<file path="src/adpcmb_defs.svh">
// Shared sizes for the ADPCM-B playback unit
// Changing AW also changes the nibble address width (AW+1)
`ifndef ADPCMB_DEFS_SVH
`define ADPCMB_DEFS_SVH

// Sample memory byte address width
`define ADPCMB_AW 16

// Delta-N phase accumulator width
`define ADPCMB_ACC_W 16

// Adaptive step limits
`define ADPCMB_STEP_MIN 127
`define ADPCMB_STEP_MAX 24576

// Channels at the top level
`define ADPCMB_NCH 2
`endif

</file>
<file path="src/adpcmb_pkg.sv">
// Types and tables for the ADPCM-B channels
// Step multipliers are in 1/64 units, indexed by nibble magnitude
`include "adpcmb_defs.svh"

package adpcmb_pkg;

    // Signed 16-bit PCM sample
    typedef logic signed [15:0] pcm_t;

    // Per-channel playback setup
    typedef struct packed {
        logic [`ADPCMB_AW-1:0]    start;    // First byte
        logic [`ADPCMB_AW-1:0]    stop;     // Last byte, inclusive
        logic [`ADPCMB_ACC_W-1:0] delta_n;  // Rate, added per tick
        logic [7:0]               tl;       // Gain, 255 is near unity
        logic [1:0]               lr;       // Bit 1 left, bit 0 right
        logic                     rep;      // Loop back to start
    } chan_cfg_t;

    // Step scale per magnitude
    localparam logic [0:7][7:0] step_mult = '{
        8'd57,
        8'd57,
        8'd57,
        8'd57,
        8'd77,
        8'd102,
        8'd128,
        8'd153
    };

endpackage

</file>
<file path="src/wb_rd_if.sv">
// Read-only Wishbone classic link, byte data
// Master holds cyc/stb/adr until ack; no write or select lines
`include "adpcmb_defs.svh"

interface wb_rd_if;

    logic                  cyc;    // Cycle in progress
    logic                  stb;    // Strobe, valid address
    logic [`ADPCMB_AW-1:0] adr;    // Byte address
    logic [7:0]            dat_r;  // Read data, valid with ack
    logic                  ack;    // Transfer done

    modport master (
        output cyc, stb, adr,
        input  dat_r, ack
    );

    modport slave (
        input  cyc, stb, adr,
        output dat_r, ack
    );

endinterface

</file>
<file path="src/adpcmb_addr_cnt.sv">
// Delta-N rate and nibble address for one channel
// A nibble waits for byte_ready, so a late fetch stalls but never skips
`include "adpcmb_defs.svh"

module adpcmb_addr_cnt (
    input  logic                  clk,
    input  logic                  rst_n,
    input  logic                  tick,
    input  logic                  key_on,
    input  adpcmb_pkg::chan_cfg_t cfg,
    input  logic                  clr_flag,
    input  logic                  byte_ready,
    output logic [`ADPCMB_AW:0]   nib_addr,
    output logic                  adv,
    output logic                  on,
    output logic                  flag
);

    logic                     key_q;     // Last key_on
    logic                     key_rise;
    logic                     pend;      // Nibble owed to the decoder
    logic [`ADPCMB_ACC_W-1:0] acc;       // Phase accumulator
    logic [`ADPCMB_ACC_W:0]   acc_sum;   // Top bit is the carry
    logic                     last_nib;  // Low nibble of stop byte

    assign key_rise = key_on & ~key_q;
    assign acc_sum  = {1'b0, acc} + {1'b0, cfg.delta_n};
    assign adv      = on & pend & byte_ready;  // Consume once byte is held
    assign last_nib = (nib_addr == {cfg.stop, 1'b1});

    always_ff @(posedge clk or negedge rst_n) begin
        if (!rst_n) begin
            key_q    <= 1'b0;
            acc      <= '0;
            pend     <= 1'b0;
            nib_addr <= '0;
            on       <= 1'b0;
            flag     <= 1'b0;
        end else begin
            key_q <= key_on;
            if (clr_flag) flag <= 1'b0;
            if (key_rise) begin
                acc      <= '0;
                pend     <= 1'b0;
                nib_addr <= {cfg.start, 1'b0};  // High nibble of start byte
                on       <= 1'b1;
                flag     <= 1'b0;
            end else if (!key_on) begin
                on   <= 1'b0;                   // Key off stops playback
                pend <= 1'b0;
            end else if (on) begin
                if (tick) acc <= acc_sum[`ADPCMB_ACC_W-1:0];
                pend <= (pend & ~adv) | (tick & acc_sum[`ADPCMB_ACC_W]);
                if (adv) begin
                    if (!last_nib) begin
                        nib_addr <= nib_addr + 1'b1;
                    end else if (cfg.rep) begin
                        nib_addr <= {cfg.start, 1'b0};  // Loop
                    end else begin
                        on   <= 1'b0;
                        pend <= 1'b0;
                        flag <= 1'b1;           // Wins over clr_flag
                    end
                end
            end
        end
    end

endmodule

</file>
<file path="src/adpcmb_decoder.sv">
// ADPCM-B adaptive step decoder, one nibble per adv
// pcm saturates at 16 bits; step stays within 127..24576
`include "adpcmb_defs.svh"

module adpcmb_decoder (
    input  logic             clk,
    input  logic             rst_n,
    input  logic             init,
    input  logic             adv,
    input  logic [3:0]       nibble,
    output adpcmb_pkg::pcm_t pcm
);
    import adpcmb_pkg::*;

    logic [15:0]        step;       // Current adaptive step
    logic [2:0]         mag;        // Nibble magnitude
    logic [18:0]        diff_full;  // (2m+1) * step
    logic signed [17:0] diff;       // Divided by 8
    logic signed [17:0] sum;        // Before clamping
    logic [23:0]        step_full;  // step * mult
    logic [17:0]        step_raw;   // Divided by 64
    pcm_t               pcm_nxt;
    logic [15:0]        step_nxt;

    assign mag       = nibble[2:0];
    assign diff_full = 19'({mag, 1'b1}) * 19'(step);
    assign diff      = $signed({2'b00, diff_full[18:3]});
    assign sum       = nibble[3] ? 18'(pcm) - diff : 18'(pcm) + diff;  // Bit 3 is sign
    assign step_full = step * 24'(step_mult[mag]);
    assign step_raw  = step_full[23:6];

    always_comb begin
        if (sum > 18'sd32767) pcm_nxt = 16'sh7fff;        // Clip high
        else if (sum < -18'sd32768) pcm_nxt = 16'sh8000;  // Clip low
        else pcm_nxt = sum[15:0];
        if (step_raw < 18'(`ADPCMB_STEP_MIN)) step_nxt = 16'(`ADPCMB_STEP_MIN);
        else if (step_raw > 18'(`ADPCMB_STEP_MAX)) step_nxt = 16'(`ADPCMB_STEP_MAX);
        else step_nxt = step_raw[15:0];
    end

    always_ff @(posedge clk or negedge rst_n) begin
        if (!rst_n) begin
            pcm  <= '0;
            step <= 16'(`ADPCMB_STEP_MIN);
        end else if (init) begin
            pcm  <= '0;                        // Fresh start on key on
            step <= 16'(`ADPCMB_STEP_MIN);
        end else if (adv) begin
            pcm  <= pcm_nxt;
            step <= step_nxt;
        end
    end

endmodule

</file>
<file path="src/adpcmb_chan.sv">
// One ADPCM-B channel with its own Wishbone read master
// Outputs change only on tick; key_on is a level, its rise restarts
`include "adpcmb_defs.svh"

module adpcmb_chan (
    input  logic                  clk,
    input  logic                  rst_n,
    input  logic                  tick,
    input  logic                  key_on,
    input  adpcmb_pkg::chan_cfg_t cfg,
    input  logic                  clr_flag,
    wb_rd_if.master               wb,
    output logic                  flag,
    output adpcmb_pkg::pcm_t      out_l,
    output adpcmb_pkg::pcm_t      out_r
);
    import adpcmb_pkg::*;

    typedef enum logic {F_IDLE, F_REQ} fetch_t;

    fetch_t                state;
    logic [`ADPCMB_AW:0]   nib_addr;
    logic                  adv;
    logic                  on;
    logic                  key_q;
    logic                  init;        // Key on rising edge
    logic                  vld;         // byte_q holds byte_adr
    logic                  byte_ready;  // Held byte matches nib_addr
    logic [`ADPCMB_AW-1:0] fetch_adr;
    logic [`ADPCMB_AW-1:0] byte_adr;
    logic [7:0]            byte_q;
    logic [3:0]            nibble;
    pcm_t                  pcm;
    logic signed [24:0]    gain_full;   // pcm * tl

    assign init       = key_on & ~key_q;
    assign byte_ready = vld && (byte_adr == nib_addr[`ADPCMB_AW:1]);
    assign nibble     = nib_addr[0] ? byte_q[3:0] : byte_q[7:4];  // High first
    assign gain_full  = pcm * $signed({1'b0, cfg.tl});

    assign wb.cyc = (state == F_REQ);
    assign wb.stb = (state == F_REQ);
    assign wb.adr = fetch_adr;

    adpcmb_addr_cnt u_cnt (
        .clk(clk), .rst_n(rst_n), .tick(tick), .key_on(key_on), .cfg(cfg),
        .clr_flag(clr_flag), .byte_ready(byte_ready),
        .nib_addr(nib_addr), .adv(adv), .on(on), .flag(flag)
    );

    adpcmb_decoder u_dec (
        .clk(clk), .rst_n(rst_n), .init(init), .adv(adv), .nibble(nibble), .pcm(pcm)
    );

    // Fetch FSM, one byte in flight
    always_ff @(posedge clk or negedge rst_n) begin
        if (!rst_n) begin
            state     <= F_IDLE;
            vld       <= 1'b0;
            fetch_adr <= '0;
            key_q     <= 1'b0;
        end else begin
            key_q <= key_on;
            case (state)
                F_IDLE: if (on && !byte_ready && !init) begin
                    state     <= F_REQ;
                    fetch_adr <= nib_addr[`ADPCMB_AW:1];
                end
                F_REQ: if (wb.ack) begin
                    state <= F_IDLE;               // stb drops next cycle
                    vld   <= 1'b1;
                end
                default: state <= F_IDLE;
            endcase
            if (init) vld <= 1'b0;                 // Old byte is stale
        end
    end

    always_ff @(posedge clk) begin
        if (state == F_REQ && wb.ack) begin
            byte_q   <= wb.dat_r;
            byte_adr <= fetch_adr;
        end
    end

    // Gain floors toward minus infinity, pan per side
    always_ff @(posedge clk or negedge rst_n) begin
        if (!rst_n) begin
            out_l <= '0;
            out_r <= '0;
        end else if (tick) begin
            out_l <= cfg.lr[1] ? gain_full[23:8] : '0;
            out_r <= cfg.lr[0] ? gain_full[23:8] : '0;
        end
    end

endmodule

</file>
<file path="src/wb_rd_arbiter.sv">
// Round-robin arbiter, two Wishbone read masters to one slave
// Grant changes only between cycles; paths are combinational
module wb_rd_arbiter (
    input  logic    clk,
    input  logic    rst_n,
    wb_rd_if.slave  m0,
    wb_rd_if.slave  m1,
    wb_rd_if.master s
);

    logic [1:0] req;     // Active requests
    logic       busy;    // Cycle held past its first clock
    logic       gnt;     // Master owning the held cycle
    logic       last;    // Master served last
    logic       pick;    // Choice while idle
    logic       sel;     // Master on the bus now
    logic [1:0] gnt_oh;  // One-hot grant

    assign req    = {m1.cyc & m1.stb, m0.cyc & m0.stb};
    assign pick   = (req == 2'b11) ? ~last : req[1];  // Tie goes to the other one
    assign sel    = busy ? gnt : pick;
    assign gnt_oh = (busy || req != 2'b00) ? (sel ? 2'b10 : 2'b01) : 2'b00;

    assign s.cyc  = sel ? m1.cyc : m0.cyc;
    assign s.stb  = sel ? m1.stb : m0.stb;
    assign s.adr  = sel ? m1.adr : m0.adr;

    assign m0.dat_r = s.dat_r;
    assign m1.dat_r = s.dat_r;
    assign m0.ack   = s.ack & gnt_oh[0];              // Only the owner sees ack
    assign m1.ack   = s.ack & gnt_oh[1];

    always_ff @(posedge clk or negedge rst_n) begin
        if (!rst_n) begin
            busy <= 1'b0;
            gnt  <= 1'b0;
            last <= 1'b1;                              // m0 wins the first tie
        end else if (s.cyc && s.stb) begin
            if (s.ack) begin
                busy <= 1'b0;
                last <= sel;
            end else if (!busy) begin
                busy <= 1'b1;                          // Lock until ack
                gnt  <= sel;
            end
        end
    end

endmodule

</file>
<file path="src/adpcmb_dual.sv">
// Two-channel ADPCM-B player with a shared byte-wide sample memory port
// pcm_l/pcm_r update one clock after tick, saturated to 16 bits
`include "adpcmb_defs.svh"

module adpcmb_dual (
    input  logic                  clk,
    input  logic                  rst_n,
    input  logic                  tick,
    input  logic                  key_on0,
    input  logic                  key_on1,
    input  adpcmb_pkg::chan_cfg_t cfg0,
    input  adpcmb_pkg::chan_cfg_t cfg1,
    input  logic                  clr_flag0,
    input  logic                  clr_flag1,
    input  logic [7:0]            mem_dat,
    input  logic                  mem_ack,
    output logic                  mem_cyc,
    output logic                  mem_stb,
    output logic [`ADPCMB_AW-1:0] mem_adr,
    output logic                  flag0,
    output logic                  flag1,
    output adpcmb_pkg::pcm_t      pcm_l,
    output adpcmb_pkg::pcm_t      pcm_r
);
    import adpcmb_pkg::*;

    pcm_t               ch_l [`ADPCMB_NCH];  // Per-channel left
    pcm_t               ch_r [`ADPCMB_NCH];
    logic signed [16:0] sum_l;               // One guard bit for two channels
    logic signed [16:0] sum_r;
    logic               tick_q;              // Channel outputs settled

    wb_rd_if wb0 ();
    wb_rd_if wb1 ();
    wb_rd_if wbm ();

    assign mem_cyc   = wbm.cyc;
    assign mem_stb   = wbm.stb;
    assign mem_adr   = wbm.adr;
    assign wbm.dat_r = mem_dat;
    assign wbm.ack   = mem_ack;

    adpcmb_chan u_ch0 (
        .clk(clk), .rst_n(rst_n), .tick(tick), .key_on(key_on0), .cfg(cfg0),
        .clr_flag(clr_flag0), .wb(wb0), .flag(flag0), .out_l(ch_l[0]), .out_r(ch_r[0])
    );

    adpcmb_chan u_ch1 (
        .clk(clk), .rst_n(rst_n), .tick(tick), .key_on(key_on1), .cfg(cfg1),
        .clr_flag(clr_flag1), .wb(wb1), .flag(flag1), .out_l(ch_l[1]), .out_r(ch_r[1])
    );

    wb_rd_arbiter u_arb (.clk(clk), .rst_n(rst_n), .m0(wb0), .m1(wb1), .s(wbm));

    function automatic pcm_t sat16(input logic signed [16:0] v);
        if (v > 17'sd32767) return 16'sh7fff;
        if (v < -17'sd32768) return 16'sh8000;
        return v[15:0];
    endfunction

    always_comb begin
        sum_l = '0;
        sum_r = '0;
        for (int i = 0; i < `ADPCMB_NCH; i++) begin
            sum_l = sum_l + 17'(ch_l[i]);  // Sign extended
            sum_r = sum_r + 17'(ch_r[i]);
        end
    end

    always_ff @(posedge clk or negedge rst_n) begin
        if (!rst_n) begin
            tick_q <= 1'b0;
            pcm_l  <= '0;
            pcm_r  <= '0;
        end else begin
            tick_q <= tick;
            if (tick_q) begin
                pcm_l <= sat16(sum_l);
                pcm_r <= sat16(sum_r);
            end
        end
    end

endmodule

</file>
<file path="config.mk">
export PLATFORM = sky130hd
export DESIGN_NAME = adpcmb_dual
export DESIGN_NICKNAME = d
export VERILOG_FILES = /design/src/adpcmb_pkg.sv /design/src/wb_rd_if.sv /design/src/adpcmb_addr_cnt.sv /design/src/adpcmb_decoder.sv /design/src/adpcmb_chan.sv /design/src/wb_rd_arbiter.sv /design/src/adpcmb_dual.sv
export VERILOG_INCLUDE_DIRS = /design/src /design/src/src
export SDC_FILE = /design/constraint.sdc
export NUM_CORES = 2
export LEC_CHECK = 0
export ABC_AREA = 1
export BUFFER_PORTS_ARGS = -buffer_cell sky130_fd_sc_hd__buf_2
export CORE_UTILIZATION = 55
export CTS_CLUSTER_DIAMETER = 120
export DETAILED_ROUTE_END_ITERATION = 10
export PLACE_DENSITY = 0.72
export SLEW_MARGIN = 10
export SYNTH_ARGS = -nofsm -noshare
export SYNTH_HDL_FRONTEND = slang
export SYNTH_HIERARCHICAL = 1
export SYNTH_SLANG_ARGS = --single-unit
</file>
<file path="constraint.sdc">
create_clock -name clk -period 12.4 [get_ports clk]
set_clock_uncertainty 0.05 [all_clocks]
set_input_delay 3.72 -clock clk [delete_from_list [all_inputs] [get_ports clk]]
set_output_delay 3.72 -clock clk [all_outputs]
set_load 0.01 [all_outputs]
</file>
==> Word-level counts from Yosys, hierarchy flattened <==
Memories as Yosys holds them, arrays and structs flattened.
Cells that the tools add are included.
Widths: inputs -> output; s select.
{ "totals": {"mem_count": 2, "mem_bits_ro": 128, "input_bits": 134, "out_inout_bits": 52, "elab_cells": 261, "reg_bits": 322} }
{ "mem_list": {"columns": ["memory", "words", "word_bits", "rd", "rd_clocked_by_memory_dff", "wr", "line", "rtl"], "rows": [
  ["(no name shown)", 8, 8, 1, 0, 0, "adpcmb_decoder.sv:29", "assign step_full = step * 24'(step_mult[mag]);"],
  ["(no name shown)", 8, 8, 1, 0, 0, "adpcmb_decoder.sv:29", null]
]} }
{ "classes": {"add_sub_neg": 10, "n_reduce_logical": 36, "n_bitwise": 25, "mux": 123, "mul": 6, "n_eq_ne": 9, "magnitude_cmp": 14} }
{ "op_table": {"columns": ["op", "n"], "rows": [
  ["$mux 16", 37],
  ["$mux 17", 12],
  ["$add 16x16->17", 4],
  ["$mux 1", 62],
  ["$mul 16x8->24", 2],
  ["$mul 16x9->24", 2],
  ["$mul 4x16->19", 2],
  ["$add 16x17->18", 2],
  ["$gt 18x15->1 const B", 2],
  ["$gt 18x16->1 const B", 2],
  ["$lt 18x16->1 const B", 2],
  ["$lt 18x7->1 const B", 2],
  ["$mux 18", 2],
  ["$sub 16x17->18", 2],
  ["$add 17x1->17 const B", 2],
  ["$eq 17x17->1", 2],
  ["$gt 17x16->1 const B", 2],
  ["$lt 17x16->1 const B", 2],
  ["$eq 16x16->1", 2],
  ["$mux 8", 4],
  ["$reduce_bool 2->1", 13],
  ["$and 1x1->1", 12],
  ["$reduce_and 2->1", 5],
  ["$not 1->1", 9],
  ["14 further kinds", 35]
]} }

==> Longest topological paths before layout <==
{ "logic_depth": {"ltp_word": 12, "mapped_depth": 41, "depth_no_buf": 38} }

==> Modules after synthesis <==
The synthesis kept the hierarchy.
{ "by_module_without_submodules": {"columns": ["mod", "n_inst", "cells_per_inst", "area_each_um2", "seq_area_each_um2"], "rows": [
  ["adpcmb_chan", 2, 999, 7892.6, 1996.9],
  ["adpcmb_decoder (u_ch1.u_dec)", 1, 1313, 9152.5, 809.5],
  ["adpcmb_decoder (u_ch0.u_dec)", 1, 1325, 9106.2, 809.5],
  ["adpcmb_addr_cnt", 2, 484, 3125.5, 925.9],
  ["adpcmb_dual", 1, 488, 3220.6, 825.8],
  ["wb_rd_arbiter", 1, 97, 565.5, 76.3]
]} }

==> Worst setup path after synthesis <==
OpenSTA, ideal clock, no wires.
{ "synth_path": {"path_kind": "in2reg", "from": "input port cfg0[8] (netlist bit)", "to": "register u_ch0.out_r[5]", "setup_ns": 0.118, "slack_ns": 4.529, "arrival_time_ns": 7.703, "path_buffers": 2, "cell_stages": 18, "t_required_ns": 12.232, "path_cell_list": "clkbuf_1 > clkbuf_1 > nand2_1 > fa_1 > inv_1 > fa_1 > fa_1 > inv_1 > fa_1 > inv_1 > ha_1 > a21oi_1 > o21ai_0 > inv_1 > nand2_1 > or2_2 > nand3_1 > nand2_1"} }
{ "synth_via": {"elab_chain_cells": 2} }
{ "synth_lines": {"columns": ["item", "line", "rtl"], "rows": [
  ["start, declared", "adpcmb_dual.sv:11", "input adpcmb_pkg::chan_cfg_t cfg0,"],
  ["$mul 16x9->24", "adpcmb_chan.sv:39", "assign gain_full = pcm * $signed({1'b0, cfg.tl});"],
  ["$mux 16", "adpcmb_chan.sv:93", "out_r <= cfg.lr[0] ? gain_full[23:8] : '0;"],
  ["end signal, assigned", "adpcmb_chan.sv:93", null],
  ["end, declared", "adpcmb_chan.sv:15", "output adpcmb_pkg::pcm_t out_r"]
]} }
Every way passes these cells.
A chain may end at the register's enable or synchronous reset.

==> Final worst setup path <==
{ "layout_path": {"from": "input port cfg1[3] (netlist bit)", "to": "register u_ch1.out_l[14]"} }
{ "layout_via": {"elab_chain_cells": 2} }
{ "layout_lines": {"columns": ["item", "line", "rtl"], "rows": [
  ["start, declared", "adpcmb_dual.sv:12", "input adpcmb_pkg::chan_cfg_t cfg1,"],
  ["$mul 16x9->24", "adpcmb_chan.sv:39", null],
  ["$mux 16", "adpcmb_chan.sv:92", "out_l <= cfg.lr[1] ? gain_full[23:8] : '0;"],
  ["end signal, assigned", "adpcmb_chan.sv:92", null],
  ["end, declared", "adpcmb_chan.sv:14", "output adpcmb_pkg::pcm_t out_l,"]
]} }
Every way passes these cells.

==> reports/summary.txt <==
Grt total ovfl -> 0
Hold Path End -> u_arb/last$_DFFE_PN1P_
Iter 0 DRT Violations -> 2681
Vias in the first global route -> 38000
Placeable core area -> 0.0791 sq mm
Hold Path Cell Cnt -> 2
Synth warn -> 6
CTS Buf Count -> 42
Root Driver -> clkbuf_16
DR vias -> 38700
Layout net count -> 7129
Most common flop cell mapped by yosys -> dfrtp_1
Slew Limit Fails -> 0
Die Height -> 285 microns
Period utilization -> 0.620
Routed Antenna Nets -> 0
Post-CTS Resized -> 0
Area grow syn2layout -> 6.53%
Max FO, Critical Path -> 15
RSZ-0062 raised after global routing -> false
Largest net degree at the start of global routing -> 101
Post-synthesis sequential area ratio -> 0.190
Number of buffers added on ports -> 185
Biggest regs -> u_ch0/u_cnt/nib_addr (17), u_ch1/u_cnt/nib_addr (17)
Commonest non-fill, non-tap cells in the layout -> 1795 x nand2_1, 1213 x inv_1, 498 x nor2_1
RePlAce Congestion -> 0.946
Worst hold path type -> register to register
Routed WL -> 119 mm
R2r setup slk -> 5.15 ns
Synth top area share -> 0.193
Max Freq -> 0.130 GHz
Clock Path Buffers -> 3
Cell taking the most area after synthesis -> fa_1
Slew Limit Headroom -> 0.217
Final setup vio count -> 0
I/O pin count -> 186
Area of the multi-input gates -> 0.0301 sq mm
# fillers -> 7534
Die width -> 285 microns
Final Hold Viols -> 0
Synth Instances -> 6189
Clk sinks -> 324
Most common cell after layout, fill and taps aside -> nand2_1
Synth area leaders -> fa_1 19%, nand2_1 15%, dfrtp_1 15%
Initial antenna violation count -> 18
Post-synth cell types -> 67
Global-route wire length before repair -> 195 mm
Post-synth ARST share -> 0.852
Worst-Margin Slew -> 1.17 ns
Number of max-cap violations -> 0
Number of synthesized register bits -> 324
Clock-pin slew on the worst setup and hold paths -> 0.06 ns
Setup crit end kind -> register
Postcts setup bufs -> 0
Final TNS setup -> 0 ns
Worst hold margin -> 0.419 ns
RR Startpoint -> u_ch1/u_cnt/nib_addr[0]$_DFFE_PN0P_
Worst skew pair latency -> 0.59 ns
All-Layer GR Usage -> 0.297
CTS tree -> built
Vias per cell -> 5.27
Post-CTS Hold Fix Bufs -> 0
Share of layout cells above drive strength 1 -> 0.0911
HP Start -> u_arb/last$_DFFE_PN1P_
DR WL/cell -> 16.2 microns
First-pass iteration count of the detailed router -> 7
Data required, critical path -> 12.82 ns
Post-route DRC -> 0
DP HPWL -> 97.5 mm
Status -> finished clean
H-tree depth -> 2
R2r endpoint -> u_ch1/u_dec/step[1]$_DFFE_PN1P_
Final Critical Period -> 7.69 ns
Register area -> 0.00837 sq mm
Mapped Area -> 0.0441 sq mm
Number of synthesized flops with an enable pin -> 48
Row count -> 103
CP startpoint kind -> input pin
Syn avg cell area -> 7.12 sq um
Die Area -> 0.0813 sq mm
Syn nets -> 7063
Initial Util -> 0.557
Setup CP Type -> input pin to register
Crit path arrival time -> 8.11 ns
Reg2reg path depth -> 25
==> cell type report <==
cell class | count | area share
clock buffer | 60 | 0.0260
timing repair buffer | 199 | 0.0222
antenna | 2 | 0.000107
sequential | 324 | 0.178
tap | 1050 | 0.0280
clock inverter | 17 | 0.00525
inverter | 1251 | 0.100
multi-input combinational | 4437 | 0.640
==> critical path, stage by stage <==
cell,delay [ns]
buf_2,0.28
nand2_1,0.15
inv_1,0.16
fa_1,0.43
inv_1,0.28
fa_1,0.57
fa_1,0.55
fa_1,0.55
inv_1,0.04
ha_1,0.42
nand3_1,0.14
nor3_1,0.25
nand4_1,0.21
nand3_1,0.13
nand2_1,0.07
nand3_1,0.08
nand2_1,0.06
==> cells in the mapped netlist (10+ instances only) <==
cell,instances
nand3_2,66
o21bai_1,21
nor2_4,13
nor3_1,50
edfxtp_1,48
o21ai_1,36
inv_1,1213
nand4_1,59
buf_2,11
a21o_1,19
o21ai_0,134
xor2_1,101
nand3_1,369
dfstp_2,15
buf_4,25
fa_1,426
xnor2_1,64
a21oi_1,196
nand2_4,22
nor2_2,20
nand2_1,1795
clkbuf_2,10
inv_2,34
nand3b_1,27
dfrtp_1,261
clkbuf_1,103
a21oi_2,21
ha_1,314
nor2_1,500
nand2_2,66
o21a_1,10
or2_2,14
buf_6,16
==> through the flow <==
step                       util  cells  area, sq um  worst slack (ns)
after detailed placement  0.575   7261        45500              4.17
final                     0.593   7340        47000              4.71
after global routing      0.593   7339        47000              4.50
after floorplan               -   6189        44100              4.53
after global placement    0.575   7261        45500              4.31
after CTS                 0.593   7338        47000              4.76
==> logic make-up after synthesis <==
| logic type | share of synthesized area |
|---|---|
| AOI/OAI and AO/OA | 0.0627 |
| xor gates and xnor gates | 0.0341 |
| adders and majority gates | 0.283 |
| buffers and inverters | 0.128 |
| DFF | 0.190 |
| muxes | 0.00204 |
| and+or+nand+nor | 0.301 |
==> how the worst max path moves through the flow <==
| stage | start | end | slack (ns) | depth (start not counted) |
|---|---|---|---|---|
| finish | cfg1[3] | u_ch1/out_l[14]$_DFFE_PN0P_ | 4.71 | 17 |
| CTS | cfg1[3] | u_ch1/out_l[14]$_DFFE_PN0P_ | 4.76 | 17 |
| detailed placement | cfg1[3] | u_ch1/out_l[14]$_DFFE_PN0P_ | 4.17 | 17 |
| floorplan | cfg0[8] | u_ch0/out_r[5]$_DFFE_PN0P_ | 4.53 | 18 |
| global placement | cfg1[6] | u_ch1/out_r[13]$_DFFE_PN0P_ | 4.31 | 21 |
| global route | cfg1[3] | u_ch1/out_l[14]$_DFFE_PN0P_ | 4.50 | 17 |
==> metal layers <==
metal | track usage | vias up | part of all wire
met5 | 0 | - | 0.00061
met4 | 0.0900 | 12 | 0.031
met3 | 0.0394 | 237 | 0.062
met2 | 0.501 | 1168 | 0.47
met1 | 0.397 | 18200 | 0.43
li1 | - | 19000 | -
Power is left out: the tool's default activity adds up to more than one toggle a clock period on the data nets, which glitch-free logic cannot reach.
